`config.mk`:
```
export PLATFORM = sky130hd
export DESIGN_NAME = rp_analog_top
export DESIGN_NICKNAME = d
export VERILOG_FILES = /design/src/rp_pkg.sv /design/src/rp_analog_top.sv /design/src/trigger_router.sv /design/src/lock_monitor.sv /design/src/dac_backend.sv /design/src/adc_frontend.sv
export VERILOG_INCLUDE_DIRS = /design/src /design/src/src
export SDC_FILE = /design/constraint.sdc
export NUM_CORES = 1
export LEC_CHECK = 0
export ABC_CLOCK_PERIOD_IN_PS = 2100
export BUFFER_PORTS_ARGS = -buffer_cell sky130_fd_sc_hd__buf_2
export CAP_MARGIN = 20
export CELL_PAD_IN_SITES_DETAIL_PLACEMENT = 0
export CELL_PAD_IN_SITES_GLOBAL_PLACEMENT = 2
export CORE_MARGIN = 4
export CORE_UTILIZATION = 28
export DETAILED_ROUTE_END_ITERATION = 7
export GPL_ROUTABILITY_DRIVEN = 0
export PLACE_DENSITY_LB_ADDON = 0.1
export REMOVE_ABC_BUFFERS = 1
export SLEW_MARGIN = 15
export SYNTH_ARGS = -nofsm -noshare
export SYNTH_HDL_FRONTEND = slang
export SYNTH_SLANG_ARGS = --single-unit
```
`constraint.sdc`:
```
create_clock -name adc_clk -period 2.1 [get_ports adc_clk]
set_input_delay 0.105 -clock adc_clk [delete_from_list [all_inputs] [get_ports adc_clk]]
set_output_delay 0.105 -clock adc_clk [all_outputs]
set_load 0.02 [all_outputs]
```
`src/rp_macros.svh`:
```
//////////////////////////////
// Board-fixed widths for the ADC clock domain
// Sample, expansion, daisy and diagnostic sizes
// Lock synchronizer depth
//////////////////////////////

`ifndef RP_MACROS_SVH
`define RP_MACROS_SVH

// ADC side
`define RP_ADC_IN_W     16  // Raw converter word, two LSBs unused
`define RP_SMP_W        14  // Sample and DAC code width

// Expansion connector
`define RP_EXP_W        8   // Pins per side, P or N

// Daisy chain
`define RP_PAR_W        16  // Parallel word from the receiver
`define RP_DMODE_W      3   // Sync, trig out enable, gen trig select

// Diagnostics
`define RP_DIAG_W       32  // Unlock cycle counter
`define RP_SYNC_STAGES  2   // Flops on the async lock status

`endif
```
`src/rp_pkg.sv`:
```
//////////////////////////////
// Shared types for the analog path
// Samples, DAC codes, expansion and daisy vectors
//////////////////////////////

`include "rp_macros.svh"

package rp_pkg;

  // Converter side
  typedef logic        [`RP_ADC_IN_W-1:0] adc_raw_t;   // Straight from the ADC pins
  typedef logic signed [`RP_SMP_W-1:0]    sample_t;    // Two's complement
  typedef logic signed [`RP_SMP_W:0]      sum_t;       // One guard bit for the adder
  typedef logic        [`RP_SMP_W-1:0]    dac_code_t;  // Negative slope offset code

  //////////////////////////////
  // Glue logic vectors
  //////////////////////////////

  typedef logic [`RP_EXP_W-1:0]   exp_vec_t;    // One expansion side
  typedef logic [`RP_PAR_W-1:0]   par_word_t;   // Daisy receive word

  // Bit 0 sync mode
  // Bit 1 trigger out on N0
  // Bit 2 selects generator trigger over scope trigger
  typedef logic [`RP_DMODE_W-1:0] daisy_mode_t;

  typedef logic [`RP_DIAG_W-1:0]  diag_cnt_t;   // Unlocked cycle count

endpackage

```
`src/rp_analog_top.sv`:
```
//////////////////////////////
// Analog path and glue top level
// ADC front end, DAC back end, lock monitor, triggers
//////////////////////////////

module rp_analog_top (
  input  logic                adc_clk,
  input  logic                arst_n_i,
  // ADC
  input  rp_pkg::adc_raw_t    adc_a_i,
  input  rp_pkg::adc_raw_t    adc_b_i,
  input  logic                digital_loop_i,
  output rp_pkg::sample_t     adc_dat_a_o,
  output rp_pkg::sample_t     adc_dat_b_o,
  // DAC sources and codes
  input  rp_pkg::sample_t     gen_a_i,
  input  rp_pkg::sample_t     gen_b_i,
  input  rp_pkg::sample_t     ctl_a_i,
  input  rp_pkg::sample_t     ctl_b_i,
  output rp_pkg::dac_code_t   dac_a_o,
  output rp_pkg::dac_code_t   dac_b_o,
  // Clock status
  input  logic                pll_locked_i,
  output rp_pkg::diag_cnt_t   unlock_cnt_o,
  // Triggers and daisy
  input  rp_pkg::par_word_t   par_dat_i,
  input  rp_pkg::daisy_mode_t daisy_mode_i,
  input  logic                gpio_trig_i,
  input  logic                scope_trig_i,
  input  logic                gen_trig_i,
  output logic                trig_ext_o,
  output logic                trig_out_o,
  // Expansion N
  input  rp_pkg::exp_vec_t    exp_n_hk_dat_i,
  input  rp_pkg::exp_vec_t    exp_n_hk_dir_i,
  output rp_pkg::exp_vec_t    exp_n_dat_o,
  output rp_pkg::exp_vec_t    exp_n_dir_o
);

  rp_pkg::sample_t loop_a;  // DAC to ADC loopback
  rp_pkg::sample_t loop_b;

  //////////////////////////////
  // Data path
  //////////////////////////////

  adc_frontend adc_frontend_inst (
    .adc_clk        (adc_clk),
    .arst_n_i       (arst_n_i),
    .adc_a_i        (adc_a_i),
    .adc_b_i        (adc_b_i),
    .digital_loop_i (digital_loop_i),
    .loop_a_i       (loop_a),
    .loop_b_i       (loop_b),
    .adc_dat_a_o    (adc_dat_a_o),
    .adc_dat_b_o    (adc_dat_b_o)
  );

  dac_backend dac_backend_inst (
    .adc_clk  (adc_clk),
    .arst_n_i (arst_n_i),
    .gen_a_i  (gen_a_i),
    .gen_b_i  (gen_b_i),
    .ctl_a_i  (ctl_a_i),
    .ctl_b_i  (ctl_b_i),
    .loop_a_o (loop_a),   // Combinational into the ADC mux
    .loop_b_o (loop_b),
    .dac_a_o  (dac_a_o),
    .dac_b_o  (dac_b_o)
  );

  //////////////////////////////
  // Glue
  //////////////////////////////

  lock_monitor lock_monitor_inst (
    .adc_clk      (adc_clk),
    .arst_n_i     (arst_n_i),
    .pll_locked_i (pll_locked_i),
    .unlock_cnt_o (unlock_cnt_o)
  );

  trigger_router trigger_router_inst (
    .adc_clk        (adc_clk),
    .arst_n_i       (arst_n_i),
    .par_dat_i      (par_dat_i),
    .daisy_mode_i   (daisy_mode_i),
    .gpio_trig_i    (gpio_trig_i),
    .scope_trig_i   (scope_trig_i),
    .gen_trig_i     (gen_trig_i),
    .exp_n_hk_dat_i (exp_n_hk_dat_i),
    .exp_n_hk_dir_i (exp_n_hk_dir_i),
    .trig_ext_o     (trig_ext_o),
    .trig_out_o     (trig_out_o),
    .exp_n_dat_o    (exp_n_dat_o),
    .exp_n_dir_o    (exp_n_dir_o)
  );

endmodule

```
`src/trigger_router.sv`:
```
//////////////////////////////
// Trigger routing and expansion N overlay
// Daisy trigger, external gating, output select
//////////////////////////////

`include "rp_macros.svh"

module trigger_router (
  input  logic                adc_clk,
  input  logic                arst_n_i,
  // Daisy chain
  input  rp_pkg::par_word_t   par_dat_i,      // Receive word
  input  rp_pkg::daisy_mode_t daisy_mode_i,
  // Trigger sources
  input  logic                gpio_trig_i,    // External trigger pin
  input  logic                scope_trig_i,
  input  logic                gen_trig_i,
  // Housekeeping view of expansion N
  input  rp_pkg::exp_vec_t    exp_n_hk_dat_i,
  input  rp_pkg::exp_vec_t    exp_n_hk_dir_i,  // 1 drives the pin
  // Registered results
  output logic                trig_ext_o,
  output logic                trig_out_o,
  output rp_pkg::exp_vec_t    exp_n_dat_o,
  output rp_pkg::exp_vec_t    exp_n_dir_o
);

  logic             daisy_trig;   // Any bit set in the daisy word
  logic             sync_mode;
  logic             trig_out_en;  // Put the trigger on N0
  logic             trig_sel;     // Trigger sent out

  logic             trig_ext_d;
  rp_pkg::exp_vec_t dat_d;
  rp_pkg::exp_vec_t dir_d;

  assign sync_mode   = daisy_mode_i[0];
  assign trig_out_en = daisy_mode_i[1];

  //////////////////////////////
  // Trigger logic
  //////////////////////////////

  assign daisy_trig = |par_dat_i;

  // In sync mode an incoming daisy trigger masks the pin
  assign trig_ext_d = gpio_trig_i & ~(sync_mode & daisy_trig);

  assign trig_sel = daisy_mode_i[2] ? gen_trig_i : scope_trig_i;

  // Only pin 0 is taken over, the rest stay with housekeeping
  assign dat_d = exp_n_hk_dat_i | {{(`RP_EXP_W-1){1'b0}}, trig_out_en & trig_sel};
  assign dir_d = exp_n_hk_dir_i | {{(`RP_EXP_W-1){1'b0}}, trig_out_en};

  //////////////////////////////
  // Output register
  //////////////////////////////

  always_ff @(posedge adc_clk or negedge arst_n_i) begin
    if (!arst_n_i) begin
      trig_ext_o  <= 1'b0;
      trig_out_o  <= 1'b0;
      exp_n_dat_o <= '0;
      exp_n_dir_o <= '0;  // All pins inputs
    end else begin
      trig_ext_o  <= trig_ext_d;
      trig_out_o  <= trig_sel;
      exp_n_dat_o <= dat_d;
      exp_n_dir_o <= dir_d;
    end
  end

endmodule

```
`src/lock_monitor.sv`:
```
//////////////////////////////
// PLL lock status monitor
// Synchronizer and unlocked cycle counter
//////////////////////////////

`include "rp_macros.svh"

module lock_monitor (
  input  logic              adc_clk,
  input  logic              arst_n_i,
  input  logic              pll_locked_i,  // Async, from the clock source
  output rp_pkg::diag_cnt_t unlock_cnt_o   // Read by housekeeping
);

  logic [`RP_SYNC_STAGES-1:0] sync_q;      // Stage 0 takes the raw pin
  logic                       locked_s;    // Lock status in adc_clk

  //////////////////////////////
  // Synchronizer
  //////////////////////////////

  always_ff @(posedge adc_clk or negedge arst_n_i) begin
    if (!arst_n_i) begin
      sync_q <= '0;  // Reads as not locked until the pin propagates
    end else begin
      sync_q <= {sync_q[`RP_SYNC_STAGES-2:0], pll_locked_i};
    end
  end

  assign locked_s = sync_q[`RP_SYNC_STAGES-1];

  //////////////////////////////
  // Unlock counter
  //////////////////////////////

  // Rise and fall see the same delay, so a low pulse adds its length
  // Wraps only after 2^32 unlocked cycles
  always_ff @(posedge adc_clk or negedge arst_n_i) begin
    if (!arst_n_i) begin
      unlock_cnt_o <= '0;
    end else if (!locked_s) begin
      unlock_cnt_o <= unlock_cnt_o + 1'b1;  // One per unlocked cycle
    end
  end

endmodule

```
`src/dac_backend.sv`:
```
//////////////////////////////
// DAC output stage
// Generator plus controller sum with saturation
// Loopback samples, registered offset codes
//////////////////////////////

`include "rp_macros.svh"

module dac_backend (
  input  logic              adc_clk,
  input  logic              arst_n_i,
  // Generator contribution
  input  rp_pkg::sample_t   gen_a_i,
  input  rp_pkg::sample_t   gen_b_i,
  // Controller contribution
  input  rp_pkg::sample_t   ctl_a_i,
  input  rp_pkg::sample_t   ctl_b_i,
  // Saturated samples, combinational, for digital loopback
  output rp_pkg::sample_t   loop_a_o,
  output rp_pkg::sample_t   loop_b_o,
  // Codes to the converter
  output rp_pkg::dac_code_t dac_a_o,
  output rp_pkg::dac_code_t dac_b_o
);

  //////////////////////////////
  // Helpers
  //////////////////////////////

  // Clamp the guarded sum back into sample range
  function automatic rp_pkg::sample_t sat_sum(input rp_pkg::sum_t sum);
    logic ovf;
    logic sgn;
    ovf = sum[`RP_SMP_W] ^ sum[`RP_SMP_W-1];  // Guard and MSB disagree
    sgn = sum[`RP_SMP_W];
    if (ovf) begin
      sat_sum = {sgn, {(`RP_SMP_W-1){~sgn}}};  // +8191 or -8192
    end else begin
      sat_sum = sum[`RP_SMP_W-1:0];
    end
  endfunction

  // Two's complement to negative slope offset code
  function automatic rp_pkg::dac_code_t to_code(input rp_pkg::sample_t smp);
    to_code = {smp[`RP_SMP_W-1], ~smp[`RP_SMP_W-2:0]};
  endfunction

  rp_pkg::sum_t    sum_a;  // Guarded sums
  rp_pkg::sum_t    sum_b;

  rp_pkg::sample_t sat_a;  // Clamped
  rp_pkg::sample_t sat_b;

  //////////////////////////////
  // Sum and saturate
  //////////////////////////////

  // Signed operands, sign extended into the guard bit
  assign sum_a = gen_a_i + ctl_a_i;
  assign sum_b = gen_b_i + ctl_b_i;

  assign sat_a = sat_sum(sum_a);
  assign sat_b = sat_sum(sum_b);

  assign loop_a_o = sat_a;  // Same value the DAC sees
  assign loop_b_o = sat_b;

  //////////////////////////////
  // Code register
  //////////////////////////////

  // One code per channel, no interleave on the pins
  always_ff @(posedge adc_clk or negedge arst_n_i) begin
    if (!arst_n_i) begin
      dac_a_o <= {1'b0, {(`RP_SMP_W-1){1'b1}}};  // Code of a zero sample
      dac_b_o <= {1'b0, {(`RP_SMP_W-1){1'b1}}};
    end else begin
      dac_a_o <= to_code(sat_a);
      dac_b_o <= to_code(sat_b);
    end
  end

endmodule

```
`src/adc_frontend.sv`:
```
//////////////////////////////
// ADC input stage
// Bit trim, negative slope to two's complement
// Digital loopback select, sample register
//////////////////////////////

`include "rp_macros.svh"

module adc_frontend (
  input  logic             adc_clk,
  input  logic             arst_n_i,
  // Raw converter words
  input  rp_pkg::adc_raw_t adc_a_i,
  input  rp_pkg::adc_raw_t adc_b_i,
  // Loopback from the DAC path
  input  logic             digital_loop_i,
  input  rp_pkg::sample_t  loop_a_i,
  input  rp_pkg::sample_t  loop_b_i,
  // Samples to the processing cores
  output rp_pkg::sample_t  adc_dat_a_o,
  output rp_pkg::sample_t  adc_dat_b_o
);

  // Upper bits of the raw word, LSBs are below the converter noise floor
  logic [`RP_SMP_W-1:0] trim_a;
  logic [`RP_SMP_W-1:0] trim_b;

  rp_pkg::sample_t      conv_a;  // After slope conversion
  rp_pkg::sample_t      conv_b;

  rp_pkg::sample_t      next_a;  // After loopback mux
  rp_pkg::sample_t      next_b;

  //////////////////////////////
  // Trim and convert
  //////////////////////////////

  assign trim_a = adc_a_i[`RP_ADC_IN_W-1 -: `RP_SMP_W];
  assign trim_b = adc_b_i[`RP_ADC_IN_W-1 -: `RP_SMP_W];

  // Keep MSB, flip the magnitude bits
  assign conv_a = {trim_a[`RP_SMP_W-1], ~trim_a[`RP_SMP_W-2:0]};
  assign conv_b = {trim_b[`RP_SMP_W-1], ~trim_b[`RP_SMP_W-2:0]};

  // Loopback replaces both channels at once
  assign next_a = digital_loop_i ? loop_a_i : conv_a;
  assign next_b = digital_loop_i ? loop_b_i : conv_b;

  //////////////////////////////
  // Sample register
  //////////////////////////////

  always_ff @(posedge adc_clk or negedge arst_n_i) begin
    if (!arst_n_i) begin
      adc_dat_a_o <= '0;  // Zero sample
      adc_dat_b_o <= '0;
    end else begin
      adc_dat_a_o <= next_a;
      adc_dat_b_o <= next_b;
    end
  end

endmodule

```
==> results.md <==
* Die height at around 150 um
* Power, Total at between 6 and 7 mW
* FF-to-FF setup slack at between 0.2 and 0.25 ns
* Initial Utilization at between 20% and 30%
* FF/Latch Area at around 2700 sq um
* CP Cell Sequence: buf_2, ha_1, fa_2, a211oi_2, o21ai_1, nand4_1, a21boi_1, o211ai_1, o31ai_2, buf_4, o21ai_0
* Ratio of cells with drive above 1 in the final layout at between 40 and 50%
* Final setup viols at 0
* Synth Register Bits at between 100 and 150
* Slowest stage cell on the critical path: fa_2
* DRT Pass-1 Iters at 4
* Hold path startpoint: ctl_b_i[0]
* Power share of the combinational group at between 30% and 40%
* Fin crit share at between 90% and 100%
* Setup Crit Path Kind: in2reg
* Final period demand of the worst path at 2.006 ns
* Core footprint at 18270 sq um
* TritonCTS buffer count at 9
* Syn avg cell area at 11.43 sq um
* CP peak stage delay at between 0.3 and 0.4 ns
* Worst-Skew Late Latency at 0.35 ns
* Post-route cell area at 8254 sq um
* Clock share of power at roughly a quarter
* Final WL at 16.27 mm
* Most frequent cells in the layout: buf_2 (230), buf_4 (85), dfrtp_1 (80)
* CP Max Fanout at 6
* Clock buffer depth at 2
* First-pass GRT wire length at approximately 26 mm
* Chip width at about 150 um
* Slew Viols, Final at 0
* Sw frac at about a third
* CTS tree: built
* DP HPWL at roughly 13 mm
* Post-synth top flop: dfrtp_1
* Crit path max-delay family: compound AO/OA/AOI/OAI gates
* FF-to-FF path depth at 7
* Worst VDD drop at roughly 0.35 mV
* Power share of the sequential group at between 40% and 50%
* Mapped cell area at 5281 sq um
* Slew @ Worst Pin at ~0.61 ns
* Worst EP arrival at around 2.3 ns
* Int Pwr at 4.266 mW
* Outcome: completed
* # rows at 49
* End of the critical path: dac_backend_inst.dac_a_o[1]
* H-tree Lvls at 3
* Power per cell area at between 700 and 800 nW/um^2
* Psw at around 2.2 mW
* Number of max-cap violations at 0
* Fill count at roughly 1800
* Post-synthesis sequential area ratio at around half
* Buf/Inv on CP at 2
* Crit path launch: gen_a_i[0]
* Footprint of the multi-input gates at around 2600 sq um
* Initial antenna violation count at 0
* Max_slew headroom at 58.95%
* Worst path required time at approximately 2.4 ns
* R2R Path Start: lock_monitor_inst.unlock_cnt_o[8]
* Grt ovf at 0
* Layout Skew at ~0.0058 ns
* Async SR Flop Fraction at 100.0%
* Root Driver: clkbuf_16
* Count of mapped cells out of synthesis at roughly 460
* P_leak at 4.077 nW
* Iteration-0 DRC Markers at 120
* WP depth at 11
* Overall Global Routing Usage at approximately 15%
* Achievable Freq at roughly 0.50 GHz
* # clock sinks at roughly 110
* Via/cell ratio at around 4.5
* Fin. Hold Viols at 0
* Commonest non-fill, non-tap cell in the layout: buf_2
* Final Non-Filler Cells at about 1100
* # IOs at between 200 and 250
* Mean routed wirelength per cell at about 15 um
* Ant diodes at 0
* Min-Delay Path Class: in2reg
* DP Cell Count at between 900 and 1000
* # nets final at ~990
* Die Area at about 21000 sq um
* Number of global-route vias before repair at approximately 5000
* Yosys cell types at 62
* Layout Area Growth over Synthesis at 56.29%
* I/O Buffers at between 200 and 250
* Reg-to-Reg End: lock_monitor_inst.unlock_cnt_o[30]
* Antenna Nets Post-Route at 0
* Placed Instance Area at approximately 7300 sq um
* Worst hold margin at between 0.02 and 0.03 ns
* Vias post-DR at 4779
* Post-synth EDFFs at 0
* Crit end category: flop
* Largest net degree at the start of global routing at 47
* Reg clk slew, reported paths at ~0.08 ns
* Worst Setup Start Kind: input pin
* DRC at 0
* Synth warn at 0
## area by class of cell
type | count | share of cell area (%)
flip-flops and latches | 108 | 33.17
multi-input cells | 336 | 31.04
repair buffers | 370 | 28.73
well taps | 229 | 3.471
clock buffers | 10 | 2.774
clock inverters | 6 | 0.5457
inverters | 6 | 0.2729
## sequential cells by signal, indices dropped and copies added (netlist names)
name                             flops
dac_backend_inst.dac_a_o            14
trigger_router_inst.exp_n_dir_o      8
lock_monitor_inst.unlock_cnt_o      32
trigger_router_inst.exp_n_dat_o      8
adc_frontend_inst.adc_dat_a_o       14
trigger_router_inst.trig_ext_o       1
dac_backend_inst.dac_b_o            14
adc_frontend_inst.adc_dat_b_o       14
trigger_router_inst.trig_out_o       1
lock_monitor_inst.sync_q             2
## repair_timing
action                     in CTS  in global routing
setup buffers                   1                  3
cloned                          0                  0
pin swaps                       2                  7
hold buffers                   51                  0
gates resized for setup        10                 13
setup endpoints to repair      43                 38
hold endpoints to repair      111                  0
## logic make-up after synthesis
| family | synth area share (%) |
|---|---|
| DFF | 51.79 |
| xor gates and xnor gates | 8.624 |
| and+or+nand+nor | 11.54 |
| adders and majority gates | 8.031 |
| AOI/OAI and AO/OA | 15.14 |
| muxes | 3.269 |
| buffers and inverters | 1.611 |
## synth_stat cells (all sizes together), types with 4 or more instances
cell     n  share of area [%]
nand4   13                1.5
clkbuf   5               0.36
nor4     4               0.47
a21oi   36                3.6
nand2   30                2.1
mux2i   15                2.8
buf      7               0.83
o21ai   29                3.2
and2     4               0.47
and3     5               0.59
a22oi    4               0.57
nand3    9               0.85
a21o     8                1.1
a221oi   6                1.0
a211oi   5               0.71
inv      5               0.36
ha      29                6.9
nor2    27                2.0
dfstp   26                 13
dfrtp   82                 39
xnor2   32                5.3
nor3     5               0.66
o211ai   4               0.57
xor2    20                3.3
and4     6                1.0
## power by group through the flow
stage	combinational, mW	clock (mW)	sequential (mW)
CTS	2.22	1.68	2.64
global route	2.42	1.77	2.68
floorplan	0.707	0	3.08
finish	2.23	1.61	2.63
global placement	2.08	0	2.67
detailed placement	2.11	0	2.68
## worst register-to-register path, stage by stage (launching register included)
cell	delay (ns)
dfrtp_1	0.41
and4_1	0.26
and3_1	0.23
and3_1	0.21
and3_1	0.20
and4_1	0.22
nand4_1	0.11
xnor2_1	0.14
## worst min path at each step
stage / endpoint / slack, ns / depth (start not counted)
after floorplan: adc_frontend_inst.adc_dat_a_o[0] / -0.19 / 0
after global placement: lock_monitor_inst.unlock_cnt_o[8] / -0.00003 / 1
after detailed placement: lock_monitor_inst.unlock_cnt_o[8] / 0.001 / 1
after CTS: dac_backend_inst.dac_b_o[0] / 0.03 / 3
after global routing: dac_backend_inst.dac_b_o[0] / 0.03 / 3
final: dac_backend_inst.dac_b_o[0] / 0.03 / 3
## per-stage QoR
step	setup TNS [ns]	utilization [%]	setup slack (ns)
2_1_floorplan	-3.045	-	-0.2215
3_3_place_gp	-22.39	40.06	-0.5676
3_5_place_dp	-22.70	40.06	-0.6117
4_1_cts	-0.0008289	44.65	-0.0008289
5_1_grt	-0.001030	45.18	-0.001030
6_report	0	45.18	0.09412
## layer usage
metal	GRT usage [%]	share of wire, %
met1	19.40	44
met2	26.15	50
met3	3.208	4.2
met4	4.226	1.4
met5	0	0
(Power assumes the default switching activity.)
